==> src/led_matrix_cfg.svh <==
`ifndef LED_MATRIX_CFG_SVH
`define LED_MATRIX_CFG_SVH

// bus widths
`define LM_ADDR_W        16
`define LM_PIXEL_W       16
`define LM_REG_W         8

// panel geometry
`define LM_N_COLS        10
`define LM_N_ROWS        14
// two channels per row line
`define LM_N_CHANNELS    28
`define LM_ROW_BITS      32
`define LM_TIMER_W       8

// timing in clock cycles
`define LM_LINE_TIME     64
`define LM_LOAD_TIME     256
`define LM_SHIFT_PERIOD  16

// address map
`define LM_REG_BASE      16'h0040
`define LM_DEFAULT_FRAME 16'h1000

`endif

==> src/led_matrix_pkg.sv <==
package led_matrix_pkg;

  // colour field being loaded
  typedef enum logic [1:0] {
    FIELD_BLUE,
    FIELD_GREEN,
    FIELD_RED
  } field_e;

  // scanner load sequence
  typedef enum logic [1:0] {
    LOAD_START,
    LOAD_WAIT_DATA,
    LOAD_STORE,
    LOAD_HOLD
  } load_state_e;

  // bit 0 is the latch phase, bits 2:1 the bank
  typedef enum logic [2:0] {
    BANK0       = 3'd0,
    BANK0_LATCH = 3'd1,
    BANK1       = 3'd2,
    BANK1_LATCH = 3'd3,
    BANK2       = 3'd4,
    BANK2_LATCH = 3'd5,
    BANK3       = 3'd6,
    BANK3_LATCH = 3'd7
  } latch_state_e;

  // register offsets inside the block
  typedef enum logic [3:0] {
    REG_CONTROL = 4'd0,
    REG_ADDR_L  = 4'd2,
    REG_ADDR_H  = 4'd3
  } reg_addr_e;

endpackage

==> src/matrix_regs.sv <==
`timescale 1ns/1ps
`include "led_matrix_cfg.svh"

module matrix_regs (
  input  logic                  clk,
  input  logic                  rst,
  input  logic                  reg_cyc_i,
  input  logic                  reg_we_i,
  input  logic [`LM_ADDR_W-1:0] reg_adr_i,
  input  logic [`LM_REG_W-1:0]  reg_dat_i,
  output logic [`LM_REG_W-1:0]  reg_dat_o,
  output logic                  reg_ack_o,
  output logic                  enable_o,
  output logic [`LM_ADDR_W-1:0] frame_base_o
);
  import led_matrix_pkg::*;

  localparam int AW = `LM_ADDR_W;
  localparam int DW = `LM_REG_W;
  localparam logic [AW-1:0] BLOCK_BASE = `LM_REG_BASE;

  logic       hit;
  logic [3:0] offset;
  logic       valid;

  // block decode ignores the low nibble
  assign hit    = reg_cyc_i && (reg_adr_i[AW-1:4] == BLOCK_BASE[AW-1:4]);
  assign offset = reg_adr_i[3:0];

  // read mux and valid offset check
  always_comb begin
    valid     = 1'b0;
    reg_dat_o = '0;
    if (hit) begin
      case (offset)
        REG_CONTROL: begin
          valid     = 1'b1;
          reg_dat_o = DW'(enable_o);
        end
        REG_ADDR_L: begin
          valid     = 1'b1;
          reg_dat_o = frame_base_o[DW-1:0];
        end
        REG_ADDR_H: begin
          valid     = 1'b1;
          reg_dat_o = DW'(frame_base_o[AW-1:DW]);
        end
        default: begin
          valid     = 1'b0;
          reg_dat_o = '0;
        end
      endcase
    end
  end

  always_ff @(posedge clk or posedge rst) begin
    if (rst) begin
      reg_ack_o <= 1'b0;
    end else begin
      reg_ack_o <= valid;
    end
  end

  always_ff @(posedge clk or posedge rst) begin
    if (rst) begin
      enable_o     <= 1'b1;
      frame_base_o <= `LM_DEFAULT_FRAME;
    end else if (valid && reg_we_i) begin
      case (offset)
        REG_CONTROL: enable_o <= reg_dat_i[0];
        REG_ADDR_L:  frame_base_o[DW-1:0] <= reg_dat_i;
        REG_ADDR_H:  frame_base_o[AW-1:DW] <= reg_dat_i[AW-DW-1:0];
        default:     enable_o <= enable_o;
      endcase
    end
  end

endmodule

==> src/frame_reader.sv <==
`timescale 1ns/1ps
`include "led_matrix_cfg.svh"

module frame_reader (
  input  logic                   clk,
  input  logic                   rst,
  input  logic                   fetch_req_i,
  input  logic [`LM_ADDR_W-1:0]  fetch_addr_i,
  output logic                   fetch_ack_o,
  output logic [`LM_PIXEL_W-1:0] fetch_data_o,
  output logic                   frame_cyc_o,
  output logic                   frame_stb_o,
  output logic [`LM_ADDR_W-1:0]  frame_adr_o,
  input  logic [`LM_PIXEL_W-1:0] frame_dat_i,
  input  logic                   frame_ack_i
);

  typedef enum logic [1:0] {
    RD_IDLE,
    RD_BUS,
    RD_DONE
  } rd_state_e;

  rd_state_e state;

  always_ff @(posedge clk or posedge rst) begin
    if (rst) begin
      state <= RD_IDLE;
    end else begin
      case (state)
        RD_IDLE: if (fetch_req_i) state <= RD_BUS;
        RD_BUS:  if (frame_ack_i) state <= RD_DONE;
        // hold ack until the scanner drops its request
        RD_DONE: if (!fetch_req_i) state <= RD_IDLE;
        default: state <= RD_IDLE;
      endcase
    end
  end

  always_ff @(posedge clk) begin
    if (state == RD_IDLE && fetch_req_i) begin
      frame_adr_o <= fetch_addr_i;
    end
    if (state == RD_BUS && frame_ack_i) begin
      fetch_data_o <= frame_dat_i;
    end
  end

  // single beat read with cyc and stb moving together
  assign frame_cyc_o = (state == RD_BUS);
  assign frame_stb_o = (state == RD_BUS);
  assign fetch_ack_o = (state == RD_DONE);

endmodule

==> src/pixel_scanner.sv <==
`timescale 1ns/1ps
`include "led_matrix_cfg.svh"

module pixel_scanner (
  input  logic                              clk,
  input  logic                              rst,
  input  logic [`LM_ADDR_W-1:0]             frame_base_i,
  output logic                              fetch_req_o,
  output logic [`LM_ADDR_W-1:0]             fetch_addr_o,
  input  logic                              fetch_ack_i,
  input  logic [`LM_PIXEL_W-1:0]            fetch_data_i,
  output logic [`LM_PIXEL_W-1:0]            pixel_o,
  output led_matrix_pkg::field_e            field_o,
  output logic                              timer_wr_o,
  output logic [$clog2(`LM_N_CHANNELS)-1:0] timer_idx_o,
  output logic                              line_start_o,
  output logic                              loading_o,
  output logic                              col_first_o,
  output logic                              frame_complete_o
);
  import led_matrix_pkg::*;

  localparam int AW         = `LM_ADDR_W;
  localparam int IDX_W      = $clog2(`LM_N_CHANNELS);
  localparam int COL_W      = $clog2(`LM_N_COLS);
  localparam int LINE_W     = $clog2(`LM_LINE_TIME + 1);
  localparam int LOAD_W     = $clog2(`LM_LOAD_TIME + 1);
  localparam int ROW_STRIDE = 32;

  logic [LINE_W-1:0] line_timer;
  logic [LOAD_W-1:0] load_timer;
  load_state_e       load_state;
  logic [IDX_W-1:0]  pixel_idx;
  logic [COL_W-1:0]  col;
  logic [AW-1:0]     frame_base_q;
  logic [AW-1:0]     x_pos;
  logic [AW-1:0]     y_pos;
  logic [AW-1:0]     word_off;

  // ========================================
  // pixel addressing
  // ========================================

  // each column spans two frame pixels per row line pair
  assign x_pos = (AW'(col) << 1) | AW'(pixel_idx[0]);
  assign y_pos = AW'(pixel_idx[IDX_W-1:1]);
  // neighbouring pixels swap on odd rows
  assign word_off = y_pos * AW'(ROW_STRIDE) + {x_pos[AW-1:1], x_pos[0] ^ y_pos[0]};
  // byte address, two bytes per pixel
  assign fetch_addr_o = frame_base_q + (word_off << 1);

  assign loading_o   = (line_timer == '0);
  assign col_first_o = (col == '0) && (field_o == FIELD_BLUE);

  // ========================================
  // line and load sequencing
  // ========================================

  always_ff @(posedge clk or posedge rst) begin
    if (rst) begin
      line_timer       <= LINE_W'(`LM_LINE_TIME);
      load_timer       <= LOAD_W'(`LM_LOAD_TIME);
      load_state       <= LOAD_START;
      pixel_idx        <= '0;
      col              <= '0;
      field_o          <= FIELD_BLUE;
      frame_base_q     <= `LM_DEFAULT_FRAME;
      fetch_req_o      <= 1'b0;
      timer_wr_o       <= 1'b0;
      line_start_o     <= 1'b0;
      frame_complete_o <= 1'b0;
    end else begin
      timer_wr_o   <= 1'b0;
      line_start_o <= 1'b0;
      if (line_timer != '0) begin
        line_timer <= line_timer - 1'b1;
        load_timer <= LOAD_W'(`LM_LOAD_TIME);
      end else begin
        if (load_timer != '0) begin
          load_timer <= load_timer - 1'b1;
        end
        case (load_state)
          LOAD_START: begin
            // previous handshake must be fully closed
            if (!fetch_ack_i) begin
              fetch_req_o      <= 1'b1;
              frame_complete_o <= 1'b0;
              load_state       <= LOAD_WAIT_DATA;
            end
          end
          LOAD_WAIT_DATA: begin
            if (fetch_ack_i) begin
              fetch_req_o <= 1'b0;
              load_state  <= LOAD_STORE;
            end
          end
          LOAD_STORE: begin
            // lut value is ready on the following cycle
            timer_wr_o <= 1'b1;
            if (pixel_idx == IDX_W'(`LM_N_CHANNELS - 1)) begin
              pixel_idx  <= '0;
              load_state <= LOAD_HOLD;
              case (field_o)
                FIELD_BLUE:  field_o <= FIELD_GREEN;
                FIELD_GREEN: field_o <= FIELD_RED;
                default:     field_o <= FIELD_BLUE;
              endcase
            end else begin
              pixel_idx  <= pixel_idx + 1'b1;
              load_state <= LOAD_START;
            end
          end
          LOAD_HOLD: begin
            if (load_timer == '0) begin
              line_timer   <= LINE_W'(`LM_LINE_TIME);
              line_start_o <= 1'b1;
              load_state   <= LOAD_START;
              // field already wrapped to blue after red
              if (field_o == FIELD_BLUE) begin
                if (col == COL_W'(`LM_N_COLS - 1)) begin
                  col              <= '0;
                  frame_base_q     <= frame_base_i;
                  frame_complete_o <= 1'b1;
                end else begin
                  col <= col + 1'b1;
                end
              end
            end
          end
          default: load_state <= LOAD_START;
        endcase
      end
    end
  end

  // fetched pixel and write index
  always_ff @(posedge clk) begin
    if (load_state == LOAD_WAIT_DATA && fetch_ack_i) begin
      pixel_o <= fetch_data_i;
    end
    if (load_state == LOAD_STORE) begin
      timer_idx_o <= pixel_idx;
    end
  end

endmodule

==> src/field_lut.sv <==
`timescale 1ns/1ps
`include "led_matrix_cfg.svh"

module field_lut (
  input  logic                   clk,
  input  logic [`LM_PIXEL_W-1:0] pixel_i,
  input  led_matrix_pkg::field_e field_i,
  output logic [`LM_TIMER_W-1:0] value_o
);
  import led_matrix_pkg::*;

  localparam int TW    = `LM_TIMER_W;
  localparam int LUT_N = 64;

  logic [5:0]    component;
  logic [TW-1:0] lut [LUT_N];

  // 565 split with the 5 bit fields padded to 6
  always_comb begin
    case (field_i)
      FIELD_RED:   component = {pixel_i[15:11], 1'b0};
      FIELD_GREEN: component = pixel_i[10:5];
      FIELD_BLUE:  component = {pixel_i[4:0], 1'b0};
      default:     component = '0;
    endcase
  end

  // on-time scaled to the line length
  for (genvar i = 0; i < LUT_N; i++) begin : g_lut
    assign lut[i] = TW'(i * `LM_LINE_TIME / LUT_N);
  end

  always_ff @(posedge clk) begin
    value_o <= lut[component];
  end

endmodule

==> src/row_pwm.sv <==
`timescale 1ns/1ps
`include "led_matrix_cfg.svh"

module row_pwm (
  input  logic                              clk,
  input  logic                              rst,
  input  logic                              timer_wr_i,
  input  logic [$clog2(`LM_N_CHANNELS)-1:0] timer_idx_i,
  input  logic [`LM_TIMER_W-1:0]            timer_value_i,
  input  logic                              line_start_i,
  input  logic                              enable_i,
  output logic [`LM_ROW_BITS-1:0]           row_state_o
);

  localparam int NCH = `LM_N_CHANNELS;
  localparam int TW  = `LM_TIMER_W;

  logic [TW-1:0]  loaded [NCH];
  logic [TW-1:0]  active [NCH];
  logic [NCH-1:0] lit;

  // next line values are filled during the load window
  always_ff @(posedge clk) begin
    if (timer_wr_i) begin
      loaded[timer_idx_i] <= timer_value_i;
    end
  end

  always_ff @(posedge clk or posedge rst) begin
    if (rst) begin
      for (int k = 0; k < NCH; k++) begin
        active[k] <= '0;
      end
    end else begin
      for (int k = 0; k < NCH; k++) begin
        if (line_start_i) begin
          active[k] <= loaded[k];
        end else if (active[k] != '0) begin
          active[k] <= active[k] - 1'b1;
        end
      end
    end
  end

  always_comb begin
    for (int k = 0; k < NCH; k++) begin
      lit[k] = (active[k] != '0);
    end
  end

  // spare top bits stay dark
  assign row_state_o = enable_i ? {{(`LM_ROW_BITS - NCH){1'b0}}, lit} : '0;

endmodule

==> src/row_latch_seq.sv <==
`timescale 1ns/1ps
`include "led_matrix_cfg.svh"

module row_latch_seq (
  input  logic                    clk,
  input  logic                    rst,
  input  logic [`LM_ROW_BITS-1:0] row_state_i,
  output logic [7:0]              row_data_o,
  output logic [3:0]              latch_row_bank_o
);
  import led_matrix_pkg::*;

  localparam int BW = 8;

  latch_state_e state;
  logic [1:0]   bank;
  logic [1:0]   next_bank;

  assign bank      = state[2:1];
  assign next_bank = bank + 2'd1;

  // strobe on the second cycle of each bank
  assign latch_row_bank_o = state[0] ? (4'b0001 << bank) : 4'b0000;

  always_ff @(posedge clk or posedge rst) begin
    if (rst) begin
      state      <= BANK0;
      row_data_o <= '0;
    end else begin
      state <= latch_state_e'(state + 3'd1);
      // byte for the next bank is held over both of its cycles
      if (state[0]) begin
        row_data_o <= row_state_i[next_bank * BW +: BW];
      end
    end
  end

endmodule

==> src/col_shift_ctrl.sv <==
`timescale 1ns/1ps
`include "led_matrix_cfg.svh"

module col_shift_ctrl (
  input  logic clk,
  input  logic rst,
  input  logic loading_i,
  output logic col_advance_o,
  output logic col_rclk_o
);

  localparam int PERIOD = `LM_SHIFT_PERIOD;
  localparam int HALF   = PERIOD / 2;
  localparam int CNT_W  = $clog2(PERIOD + 1);

  logic             loading_q;
  logic [CNT_W-1:0] count;

  always_ff @(posedge clk or posedge rst) begin
    if (rst) begin
      loading_q <= 1'b0;
      count     <= '0;
    end else begin
      loading_q <= loading_i;
      // restart on each new load window
      if (loading_i && !loading_q) begin
        count <= CNT_W'(PERIOD);
      end else if (count != '0) begin
        count <= count - 1'b1;
      end
    end
  end

  // rclk in the upper half, advance in the lower
  assign col_rclk_o    = (count > CNT_W'(HALF));
  assign col_advance_o = (count != '0) && (count <= CNT_W'(HALF));

endmodule

==> src/led_matrix_top.sv <==
`timescale 1ns/1ps
`include "led_matrix_cfg.svh"

module led_matrix_top (
  input  logic                     clk,
  input  logic                     rst,
  // register slave
  input  logic                     reg_cyc_i,
  input  logic                     reg_we_i,
  input  logic [`LM_ADDR_W-1:0]    reg_adr_i,
  input  logic [`LM_REG_W-1:0]     reg_dat_i,
  output logic [`LM_REG_W-1:0]     reg_dat_o,
  output logic                     reg_ack_o,
  // frame memory master
  output logic                     frame_cyc_o,
  output logic                     frame_stb_o,
  output logic [`LM_ADDR_W-1:0]    frame_adr_o,
  input  logic [`LM_PIXEL_W-1:0]   frame_dat_i,
  input  logic                     frame_ack_i,
  // panel drive
  output logic [7:0]               row_data_o,
  output logic [3:0]               latch_row_bank_o,
  output logic                     col_first_o,
  output logic                     col_advance_o,
  output logic                     col_rclk_o,
  output logic                     frame_complete_o
);
  import led_matrix_pkg::*;

  localparam int IDX_W = $clog2(`LM_N_CHANNELS);

  logic                     enable;
  logic [`LM_ADDR_W-1:0]    frame_base;
  logic                     fetch_req;
  logic                     fetch_ack;
  logic [`LM_ADDR_W-1:0]    fetch_addr;
  logic [`LM_PIXEL_W-1:0]   fetch_data;
  logic [`LM_PIXEL_W-1:0]   pixel;
  field_e                   field;
  logic [`LM_TIMER_W-1:0]   timer_value;
  logic                     timer_wr;
  logic [IDX_W-1:0]         timer_idx;
  logic                     line_start;
  logic                     loading;
  logic [`LM_ROW_BITS-1:0]  row_state;

  matrix_regs u_regs (
    .clk          (clk),
    .rst          (rst),
    .reg_cyc_i    (reg_cyc_i),
    .reg_we_i     (reg_we_i),
    .reg_adr_i    (reg_adr_i),
    .reg_dat_i    (reg_dat_i),
    .reg_dat_o    (reg_dat_o),
    .reg_ack_o    (reg_ack_o),
    .enable_o     (enable),
    .frame_base_o (frame_base)
  );

  frame_reader u_reader (
    .clk          (clk),
    .rst          (rst),
    .fetch_req_i  (fetch_req),
    .fetch_addr_i (fetch_addr),
    .fetch_ack_o  (fetch_ack),
    .fetch_data_o (fetch_data),
    .frame_cyc_o  (frame_cyc_o),
    .frame_stb_o  (frame_stb_o),
    .frame_adr_o  (frame_adr_o),
    .frame_dat_i  (frame_dat_i),
    .frame_ack_i  (frame_ack_i)
  );

  pixel_scanner u_scanner (
    .clk              (clk),
    .rst              (rst),
    .frame_base_i     (frame_base),
    .fetch_req_o      (fetch_req),
    .fetch_addr_o     (fetch_addr),
    .fetch_ack_i      (fetch_ack),
    .fetch_data_i     (fetch_data),
    .pixel_o          (pixel),
    .field_o          (field),
    .timer_wr_o       (timer_wr),
    .timer_idx_o      (timer_idx),
    .line_start_o     (line_start),
    .loading_o        (loading),
    .col_first_o      (col_first_o),
    .frame_complete_o (frame_complete_o)
  );

  field_lut u_lut (
    .clk     (clk),
    .pixel_i (pixel),
    .field_i (field),
    .value_o (timer_value)
  );

  row_pwm u_pwm (
    .clk           (clk),
    .rst           (rst),
    .timer_wr_i    (timer_wr),
    .timer_idx_i   (timer_idx),
    .timer_value_i (timer_value),
    .line_start_i  (line_start),
    .enable_i      (enable),
    .row_state_o   (row_state)
  );

  row_latch_seq u_latch (
    .clk              (clk),
    .rst              (rst),
    .row_state_i      (row_state),
    .row_data_o       (row_data_o),
    .latch_row_bank_o (latch_row_bank_o)
  );

  col_shift_ctrl u_shift (
    .clk           (clk),
    .rst           (rst),
    .loading_i     (loading),
    .col_advance_o (col_advance_o),
    .col_rclk_o    (col_rclk_o)
  );

endmodule

==> config.mk <==
export PLATFORM = sky130hd
export DESIGN_NAME = led_matrix_top
export DESIGN_NICKNAME = d
export VERILOG_FILES = /design/src/led_matrix_pkg.sv /design/src/matrix_regs.sv /design/src/frame_reader.sv /design/src/pixel_scanner.sv /design/src/field_lut.sv /design/src/row_pwm.sv /design/src/row_latch_seq.sv /design/src/col_shift_ctrl.sv /design/src/led_matrix_top.sv
export VERILOG_INCLUDE_DIRS = /design/src /design/src/src
export SDC_FILE = /design/constraint.sdc
export NUM_CORES = 1
export LEC_CHECK = 0
export BUFFER_PORTS_ARGS = -buffer_cell sky130_fd_sc_hd__buf_2
export CORE_MARGIN = 2
export CORE_UTILIZATION = 60
export DETAILED_ROUTE_END_ITERATION = 8
export PLACE_DENSITY = 0.84
export SLEW_MARGIN = 20
export SYNTH_ARGS = -nofsm -noshare
export SYNTH_HDL_FRONTEND = slang
export SYNTH_HIERARCHICAL = 1
export SYNTH_SLANG_ARGS = --single-unit
==> constraint.sdc <==
create_clock -name clk -period 13.78 [get_ports clk]
set_input_delay 0.689 -clock clk [delete_from_list [all_inputs] [get_ports clk]]
set_output_delay 0.689 -clock clk [all_outputs]
set_load 0.01 [all_outputs]
== Yosys cells after proc, flatten, opt, wreduce, memory -nomap -nowiden ==
Memory sizes are Yosys's and may differ from the RTL's. A register that Yosys moved wholly into a read port is not among the register bits.
Index checks and enable logic that the tools add are counted.

* Register bits: 363
* Memory bits (writable): 224
* ROM bits: 512
* Bits of input ports: 45
* Output and inout bits: 43
* Word-level logic and storage cells: 310
* Memories: 2

* $add $sub $neg: 37
* $lt $le $gt $ge: 2
* Equal/unequal tests: 20
* Shift-type cells: 2
* Muxes and demuxes: 97
* Bitwise gates (word level): 4
* Reduce and logical (&&, ||, !) cells: 94

{| class="wikitable"
|+ Memory list
! name !! depth !! width !! read ports !! clocked after memory_dff !! wr ports !! RTL line !! RTL
|-
| (no name shown) || 64 || 8 || 1 || 1 || 0 || field_lut.sv:34 || <nowiki>value_o <= lut[component];</nowiki>
|-
| u_pwm.loaded || 28 || 8 || 28 || 0 || 1 || row_pwm.sv:18 || <nowiki>logic [TW-1:0] loaded [NCH];</nowiki>
|}

{| class="wikitable"
|+ Operator list
! cell !! number
|-
| 8-bit two-way mux || 57
|-
| 8-bit nonzero test || 28
|-
| 8-bit by 1-bit subtractor with 8-bit output (second input constant) || 28
|-
| 2-bit nonzero test || 34
|-
| 32-bit by 6-bit indexed part select with 8-bit output || 1
|-
| 28-bit two-way mux || 1
|-
| 8-bit one-hot mux with 3 select lines || 1
|-
| 7-bit two-way mux || 3
|-
| 9-bit two-way mux || 2
|-
| 6-bit one-hot mux with 3 select lines || 1
|-
| 16-bit adder || 1
|-
| 9-bit by 15-bit adder with 15-bit output || 1
|-
| 1-bit two-way mux || 15
|-
| 5-bit two-way mux || 3
|-
| 2-bit two-way mux || 7
|-
| 12-bit by 3-bit equality test with 1-bit output (second input constant) || 1
|-
| 2-bit by 1-bit != test with 1-bit output (second input constant) || 6
|-
| 4-bit AND reduction || 3
|-
| 2-bit AND reduction || 5
|-
| 9-bit logical NOT || 1
|-
| 9-bit nonzero test || 1
|-
| 9-bit by 1-bit subtractor with 9-bit output (second input constant) || 1
|-
| 2-bit equality test (second input constant) || 4
|-
| 4-bit by 2-bit equality test with 1-bit output (second input constant) || 2
|-
| other kinds (33) || 49
|}

== Logic depth before layout (Yosys ltp) ==
Gate-level depths: netlist of the first run.

* Depth after elaboration: 6
* Mapped depth: 9
* Depth with buffers taken out: 9

== Modules after synthesis ==
Netlist of the first run, hierarchy kept.

{| class="wikitable"
|+ By module, submodules not included
! module !! instances !! cells an instance !! area each (um^2) !! seq. area each (um^2)
|-
| row_pwm || 1 || 1826 || 20698.6 || 12331.8
|-
| pixel_scanner || 1 || 297 || 3414.5 || 1860.5
|-
| frame_reader || 1 || 45 || 1076.0 || 1011.0
|-
| matrix_regs || 1 || 75 || 897.1 || 452.9
|-
| row_latch_seq || 1 || 63 || 715.7 || 275.3
|-
| col_shift_ctrl || 1 || 31 || 307.8 || 150.1
|-
| field_lut || 1 || 23 || 261.5 || 120.1
|}

== Worst setup path before layout of the first run ==
Ideal clock, no wire load.

* Path kind: input -> output
* Start point: in reg_adr_i[5]
* End point: out reg_dat_o[0]
* Arrival: 1.951 ns
* Required time: 13.091 ns
* Setup slack: 11.140 ns
* Stages: 5
* Buffers on the path: 1
* Path through: nor4b_2 > o2111ai_2 > or2_2 > clkbuf_1 > a21oi_1

* Word-level cells in the longest chain between the ends: 3

{| class="wikitable"
|+ RTL lines
! what !! RTL line !! RTL
|-
| from (decl) || led_matrix_top.sv:10 || <nowiki>input logic [`LM_ADDR_W-1:0] reg_adr_i,</nowiki>
|-
| 12-bit by 3-bit equality test with 1-bit output || matrix_regs.sv:27 || <nowiki>assign hit = reg_cyc_i && (reg_adr_i[AW-1:4] == BLOCK_BASE[AW-1:4]);</nowiki>
|-
| 1-bit logical AND || matrix_regs.sv:27 ||
|-
| 8-bit two-way mux || matrix_regs.sv:34 || <nowiki>if (hit) begin</nowiki>
|-
| to (decl) || led_matrix_top.sv:12 || <nowiki>output logic [`LM_REG_W-1:0] reg_dat_o,</nowiki>
|}

No other way between the ends.

== Final worst setup path of the first run ==
* Start point: in reg_adr_i[4]
* End point: out reg_dat_o[0]

Same word-level chain as after synthesis.

==> summary.txt, run 1 <==
Status
  • Status: complete, no violations

Yosys
  • Number of synthesized flops with an enable pin: 277
  • Yosys warnings: 6
  • Top-count cell post-synth: dfrtp_1
  • Synth area leader: edfxtp_1
  • Top cells by count, synth: dfrtp_1, edfxtp_1, nor2_1
  • Cells after Synth: 2360
  • Top cell type's share of synthesized area: 30.39%
  • Async set-reset flop share out of synthesis: 52.28%
  • Synth area leaders: edfxtp_1, dfrtp_1, o31ai_1
  • Mapped Area: 27370 sq um
  • Sequential fraction of the synthesis area: 59.19%
  • Synth Flop Type: dfrtp_1
  • Register bit count reported by yosys: 593
  • Post-Syn Area per Cell: 11.60 sq um
  • Unique masters post-synth: 91

Clock network
  • Max clock buf depth: 3
  • CTS tree: built
  • Root Driver: clkbuf_16
  • H-tree Lvls: 2
  • Clock-pin slew on the worst setup and hold paths: 60 ps
  • Hold-fix buffers, CTS: 0
  • CTS Sinks: 593
  • CTS resizes: 0
  • Post-CTS setup buffer count: 0
  • CTS buffer count: 58
  • Clock insertion delay at the later pin of the skew report: 630 ps

Power
  • Max VDD drop: 0.0001498 V
  • Lkg Pwr: 11.31 nW
  • Total power: 5.891 mW
  • P per Cell Area: 195.7 nW/um^2

Setup path
  • CP Cell Sequence: buf_2 > nor4b_1 > nand2_1 > or2_2 > a21oi_1 > buf_2
  • Setup crit start kind: input pin
  • Crit-path most repeated cell: buf_2
  • Bufs and invs on worst path: 2
  • CP Capture Type: primary output
  • Arrival @ worst endpoint: 2280 ps
  • Slowest-stage cell, CP: nor4b_1
  • Setup Crit Path Kind: in2out
  • CP delay by family, top: simple AND/OR/NAND/NOR gates
  • Required time of the critical path: 13090 ps
  • Worst-path maximum fanout: 9
  • CP peak stage delay: 580 ps

Route
  • Routed Antenna Nets: 0
  • Met2 Wirelength: 30.53 mm
  • Drt total wl: 61.34 mm
  • Drt first-iter violations: 2055
  • Via-to-Cell Ratio: 6.406
  • WL per Instance: 20.01 microns
  • Initial DRT Pass Iterations: 5
  • Met3 routed WL: 4.881 mm
  • Top Metal Used: met4
  • DRC viols: 0
  • Metal-1 WL: 24.69 mm
  • Routed vias: 19630

Timing
  • Final slew viol count: 0
  • Clk_skew: 23.27 ps
  • Setup_tns: 0 ps
  • Worst-Margin Slew: 1117 ps
  • Final hold violations: 0
  • Fmax: 336.9 MHz
  • Setup WS post-layout: 10810 ps
  • Tmin final: 2968 ps
  • Final setup viols: 0
  • Unrepaired setup endpoints after global routing: false
  • Tcrit/Tclk final: 21.54%
  • Slew HR: 25.52%

Die
  • Core area: 45190 sq um
  • Die Ht: 217.6 microns
  • Initial core utilization: 60.57%
  • Num rows: 78
  • Chip width: 217.6 microns
  • Io pins: 88
  • Total die area: 47340 sq um

Layout
  • Final Util: 66.63%
  • Antenna fix cells: 0
  • Design area: 30110 sq um
  • Fill cell count: 3163
  • Nets: 2508
  • Share of post-route cells with drive strength above 1: 12.29%
  • Area growth, synth to finish: 9.993%

Global routing
  • Vias in the first global route: 19180
  • Initial antenna violation count: 0
  • GRT Util Overall: 25.87%
  • Global-route wire length before repair: 98.40 mm
  • Largest net degree at the start of global routing: 246
  • GR Overflow Total: 0

Placement
  • Post-Place Worst Slack: 10930 ps
  • Port Buffers: 87
  • Placed cell areas: 28200 sq um
  • Final Wtd Congestion: 0.8508
  • DP HPWL: 37.19 mm

Min path
  • Hold Crit Class: in2async

Flow run
  • Max_cap viols: 0
[where the power goes]
part           leakage, nW  internal (mW)  total (mW)  switching (mW)
clock network        0.946          0.903        1.57           0.662
logic                 3.98          0.738        1.57           0.831
registers             6.38           2.26        2.76           0.494
[registers in the layout, summed over array words and instances, names as in the netlist, 2 cells and up]
register	cells
u_pwm/active	224
u_pwm/loaded	224
u_reader/fetch_data_o	16
u_reader/frame_adr_o	16
u_regs/frame_base_o	16
u_scanner/frame_base_q	16
u_scanner/pixel_o	16
u_scanner/load_timer	9
u_latch/row_data_o	8
u_scanner/line_timer	7
u_lut/value_o	6
u_scanner/pixel_idx	5
u_scanner/timer_idx_o	5
u_shift/count	5
u_scanner/col	4
u_latch/state	3
u_reader/state	2
u_scanner/field_o	2
u_scanner/load_state	2
[placed cells by master (no fill, tap or decap), types with 11 or more instances in the layout]
cell type,n
dfrtp_1,303
edfxtp_1,277
nor2_1,176
nand2_1,171
o31ai_1,119
nor3_1,118
inv_1,117
buf_2,87
a21oi_1,69
xnor2_1,68
clkbuf_16,59
o21ai_0,59
ha_1,47
nor4_1,42
or3_1,41
or4_1,40
a31oi_1,38
nor2b_1,34
nand3_1,33
nor3b_1,33
mux2_2,27
a21boi_0,25
nand2b_1,23
a2bb2oi_1,23
mux2i_1,22
a221oi_1,22
or3b_2,21
o41ai_1,20
nand4_1,18
a211o_1,18
clkbuf_1,15
clkinv_2,15
nor4b_1,15
or2_2,14
a22oi_1,12
clkbuf_8,11
o21a_1,11
[per-layer routing]
layer,vias up,GRT usage (%)
met5,-,0
met4,0,7.489
met3,118,4.240
met2,864,44.31
met1,9669,34.15
li1,8982,-
[metrics by stage]
| step | hold WS, ps | instances |
|---|---|---|
| 6_report | 44.32 | 3065 |
| 5_1_grt | 23.53 | 3065 |
| 4_1_cts | 8.793 | 3065 |
| 3_5_place_dp | 404.5 | 2955 |
| 3_3_place_gp | 403.9 | 2955 |
| 2_1_floorplan | 400.3 | 2364 |
[cell type report]
class                   count  area, sq um  share of cell area, %
inverters                 121        470.5                  1.563
flip-flops and latches    593        16210                  53.84
clock buffers              85         1684                  5.594
well taps                 600        750.7                  2.494
multi-input cells        1544        10250                  34.04
repair buffers             97        523.0                  1.737
clock inverters            25        219.0                 0.7273
[logic make-up after synthesis]
group | count (synthesis) | share of synthesized area (%)
flip-flops | 593 | 59.19
XOR/XNOR | 76 | 2.432
multiplexers | 55 | 2.244
AND/OR/NAND/NOR | 844 | 16.81
adder cells (fa/ha/maj) | 48 | 2.222
buffers and inverters | 227 | 3.438
other | 2 | 0.02744
AO/OA/AOI/OAI | 515 | 13.64
[path summary, 6_finish.rpt]
kind	startpoint	cells after the start	slack (ps)	to
min	rst	2	40	u_reader/state[1]
max in group asynchronous	rst	3	11880	u_pwm/active[122]
max	reg_adr_i[4]	6	10810	reg_dat_o[0]
min reg2reg	u_reader/fetch_data_o[1]	0	410	u_scanner/pixel_o[1]
max reg2reg	u_scanner/pixel_idx[1]	9	10970	u_reader/frame_adr_o[11]
min in group clk	frame_dat_i[7]	1	240	u_reader/fetch_data_o[7]
(Power assumes the default switching activity.)
==> run 2, diff against run 1 <==
==> constraint.sdc (replaced) <==
create_clock -name clk -period 3 [get_ports clk]
set_input_delay 0.15 -clock clk [delete_from_list [all_inputs] [get_ports clk]]
set_output_delay 0.15 -clock clk [all_outputs]
set_load 0.01 [all_outputs]
==> summary.txt, run 2 (synthesized netlist as in run 1, its figures left out) <==
Timing
  • Tcrit/Tclk final: 93.49%
  • Fmax: 356.6 MHz
  • Worst-Margin Slew: 1008 ps (was 1117 ps)
  • Final hold violations: 0 (unchanged)
  • Tmin final: 2805 ps
  • Final slew viol count: 0 (unchanged)
  • Final setup viols: 0 (unchanged)
  • Slew HR: 31.83% (was 25.52%)
  • Final hold slack: 84.05 ps (was 44.32 ps)
  • Unrepaired setup endpoints after global routing: false (unchanged)
  • Clk_skew: 24.43 ps (was 23.27 ps)

Die
  • Io pins: 88 (unchanged)
  • Core area: 45190 sq um (unchanged)
  • Initial core utilization: 60.57% (unchanged)
  • Die Ht: 217.6 microns (unchanged)
  • Num rows: 78 (unchanged)
  • Total die area: 47340 sq um (unchanged)
  • Chip width: 217.6 microns (unchanged)

Route
  • Initial DRT Pass Iterations: 5 (unchanged)
  • DRC viols: 0 (unchanged)
  • WL per Instance: 19.77 microns (was 20.01 microns)
  • Routed Antenna Nets: 0 (unchanged)
  • Drt total wl: 61.46 mm (was 61.34 mm)
  • Routed vias: 19760 (was 19630)
  • Via-to-Cell Ratio: 6.354 (was 6.406)
  • Drt first-iter violations: 1883 (was 2055)

Layout
  • Biggest regs: u_pwm/active x224, u_pwm/loaded x224 (unchanged)
  • Antenna fix cells: 0 (unchanged)
  • Area growth, synth to finish: 12.04% (was 9.993%)
  • Design area: 30670 sq um (was 30110 sq um)
  • Nets: 2557 (was 2508)
  • Most frequent cells in the layout: dfrtp_1, edfxtp_1, nor2_1, nand2_1, o31ai_1 (unchanged)
  • Share of post-route cells with drive strength above 1: 12.79% (was 12.29%)
  • Most common cell after layout, fill and taps aside: dfrtp_1 (unchanged)

Power
  • P per Cell Area: 890.2 nW/um^2 (was 195.7 nW/um^2)
  • Total power: 27.30 mW (was 5.891 mW)
  • Total net switching power: 9.091 mW (was 1.988 mW)
  • Seq pwr share: 46.2% (was 46.8%)
  • Max VDD drop: 0.0005996 V (was 0.0001498 V)
  • Combinational power share: 26.5% (was 26.6%)
  • Clock power frac: 27.3% (was 26.6%)
  • Lkg Pwr: 11.55 nW (was 11.31 nW)
  • Int Pwr: 18.21 mW (was 3.903 mW)
  • Switch share: 33.30% (was 33.74%)

Global routing
  • Global-route wire length before repair: 98.59 mm (was 98.40 mm)
  • GR Overflow Total: 0 (unchanged)
  • Vias in the first global route: 19200 (was 19180)
  • Initial antenna violation count: 1 (was 0)
  • GRT Util Overall: 26.06% (was 25.87%)
  • Largest net degree at the start of global routing: 105 (was 246)

Placement
  • Port Buffers: 87 (unchanged)
  • DP HPWL: 38.02 mm (was 37.19 mm)
  • Final Wtd Congestion: 0.8421 (was 0.8508)
  • Placed cell areas: 28420 sq um (was 28200 sq um)

Setup path
  • Required time of the critical path: 3350 ps (was 13090 ps)
  • Setup crit start kind: flip-flop (was input pin)
  • CP Capture Type: flip-flop (was primary output)
  • Arrival @ worst endpoint: 3150 ps (was 2280 ps)
  • Worst-path maximum fanout: 6 (was 9)
  • Setup Crit Path Kind: reg2reg (was in2out)

Status
  • Status: complete, no violations (unchanged)

Clock network
  • Root Driver: clkbuf_16 (unchanged)
  • CTS buffer count: 57 (was 58)
  • Clock-pin slew on the worst setup and hold paths: 60 ps (about the same)
  • H-tree Lvls: 2 (unchanged)
  • CTS Sinks: 593 (unchanged)
  • Max clock buf depth: 3 (unchanged)
  • Post-CTS setup buffer count: 0 (unchanged)
  • Clock insertion delay at the later pin of the skew report: 620 ps (was 630 ps)
  • CTS tree: built (unchanged)

Min path
  • Hold Crit Class: in2reg (was in2async)

Flow run
  • Max_cap viols: 0 (unchanged)
[run 2: layout make-up]
class / instances / area [sq um]
Clock inverter: 36 / 437.9
Timing Repair Buffer: 147 / 1046
Inverter: 121 / 460.4
Tap cell: 600 / 750.7
Clock buffer: 68 / 1518
Fill cell: 3120 / 14520
Multi-Input combinational cell: 1544 / 10250
Sequential cell: 593 / 16210
[run 2: power groups by stage]
stage / clock, mW / combinational (mW) / sequential (mW)
global placement: 0 / 6.57 / 12.5
detailed placement: 0 / 7.07 / 12.6
CTS: 7.59 / 7.17 / 12.5
finish: 7.46 / 7.24 / 12.6
floorplan: 0 / 5.76 / 12.1
global route: 7.92 / 8.07 / 12.9
[run 2: worst max-delay path, cell delays in order (launching register included)]
cell	delay (ps)
dfrtp_1	450
ha_1	340
ha_1	200
inv_1	60
fa_1	400
nand2b_1	190
a211oi_1	300
o31ai_1	210
a21boi_0	290
xor2_1	110
[run 2: stage by stage]
step                      setup slack [ps]  util [%]  instances  setup TNS (ps)
after floorplan                     -74.03         -       2364          -16580
after global placement               344.2     62.90       2976               0
after detailed placement             246.4     62.90       2976               0
after CTS                            236.2     67.87       3109               0
after global routing                 42.87     67.87       3109               0
final                                195.4     67.87       3109               0
[run 2: routing by layer]
metal	global-route usage, %	share of wire, %	up-vias
li1	-	-	9071
met1	34.34	40	9672
met2	44.21	49	860
met3	4.059	7.8	153
met4	9.064	2.8	0
met5	0	0	-
[run 2: final timing paths]
check,start,end,slack (ps),depth (start not counted)
min,reg_adr_i[4],u_regs/reg_ack_o,80,5
max in group asynchronous,rst,u_scanner/frame_base_q[12],1820,4
max reg2reg,u_scanner/pixel_idx[0],u_reader/frame_adr_o[11],200,9
max,u_scanner/pixel_idx[0],u_reader/frame_adr_o[11],200,9
min reg2reg,u_reader/fetch_data_o[6],u_scanner/pixel_o[6],420,0
min in group asynchronous,rst,u_reader/state[1],90,3
[run 2: repair_timing]
item                                   CTS  global route
resized for setup                        0             0
endpoints found under the hold margin  121             0
hold buffers                            29             0
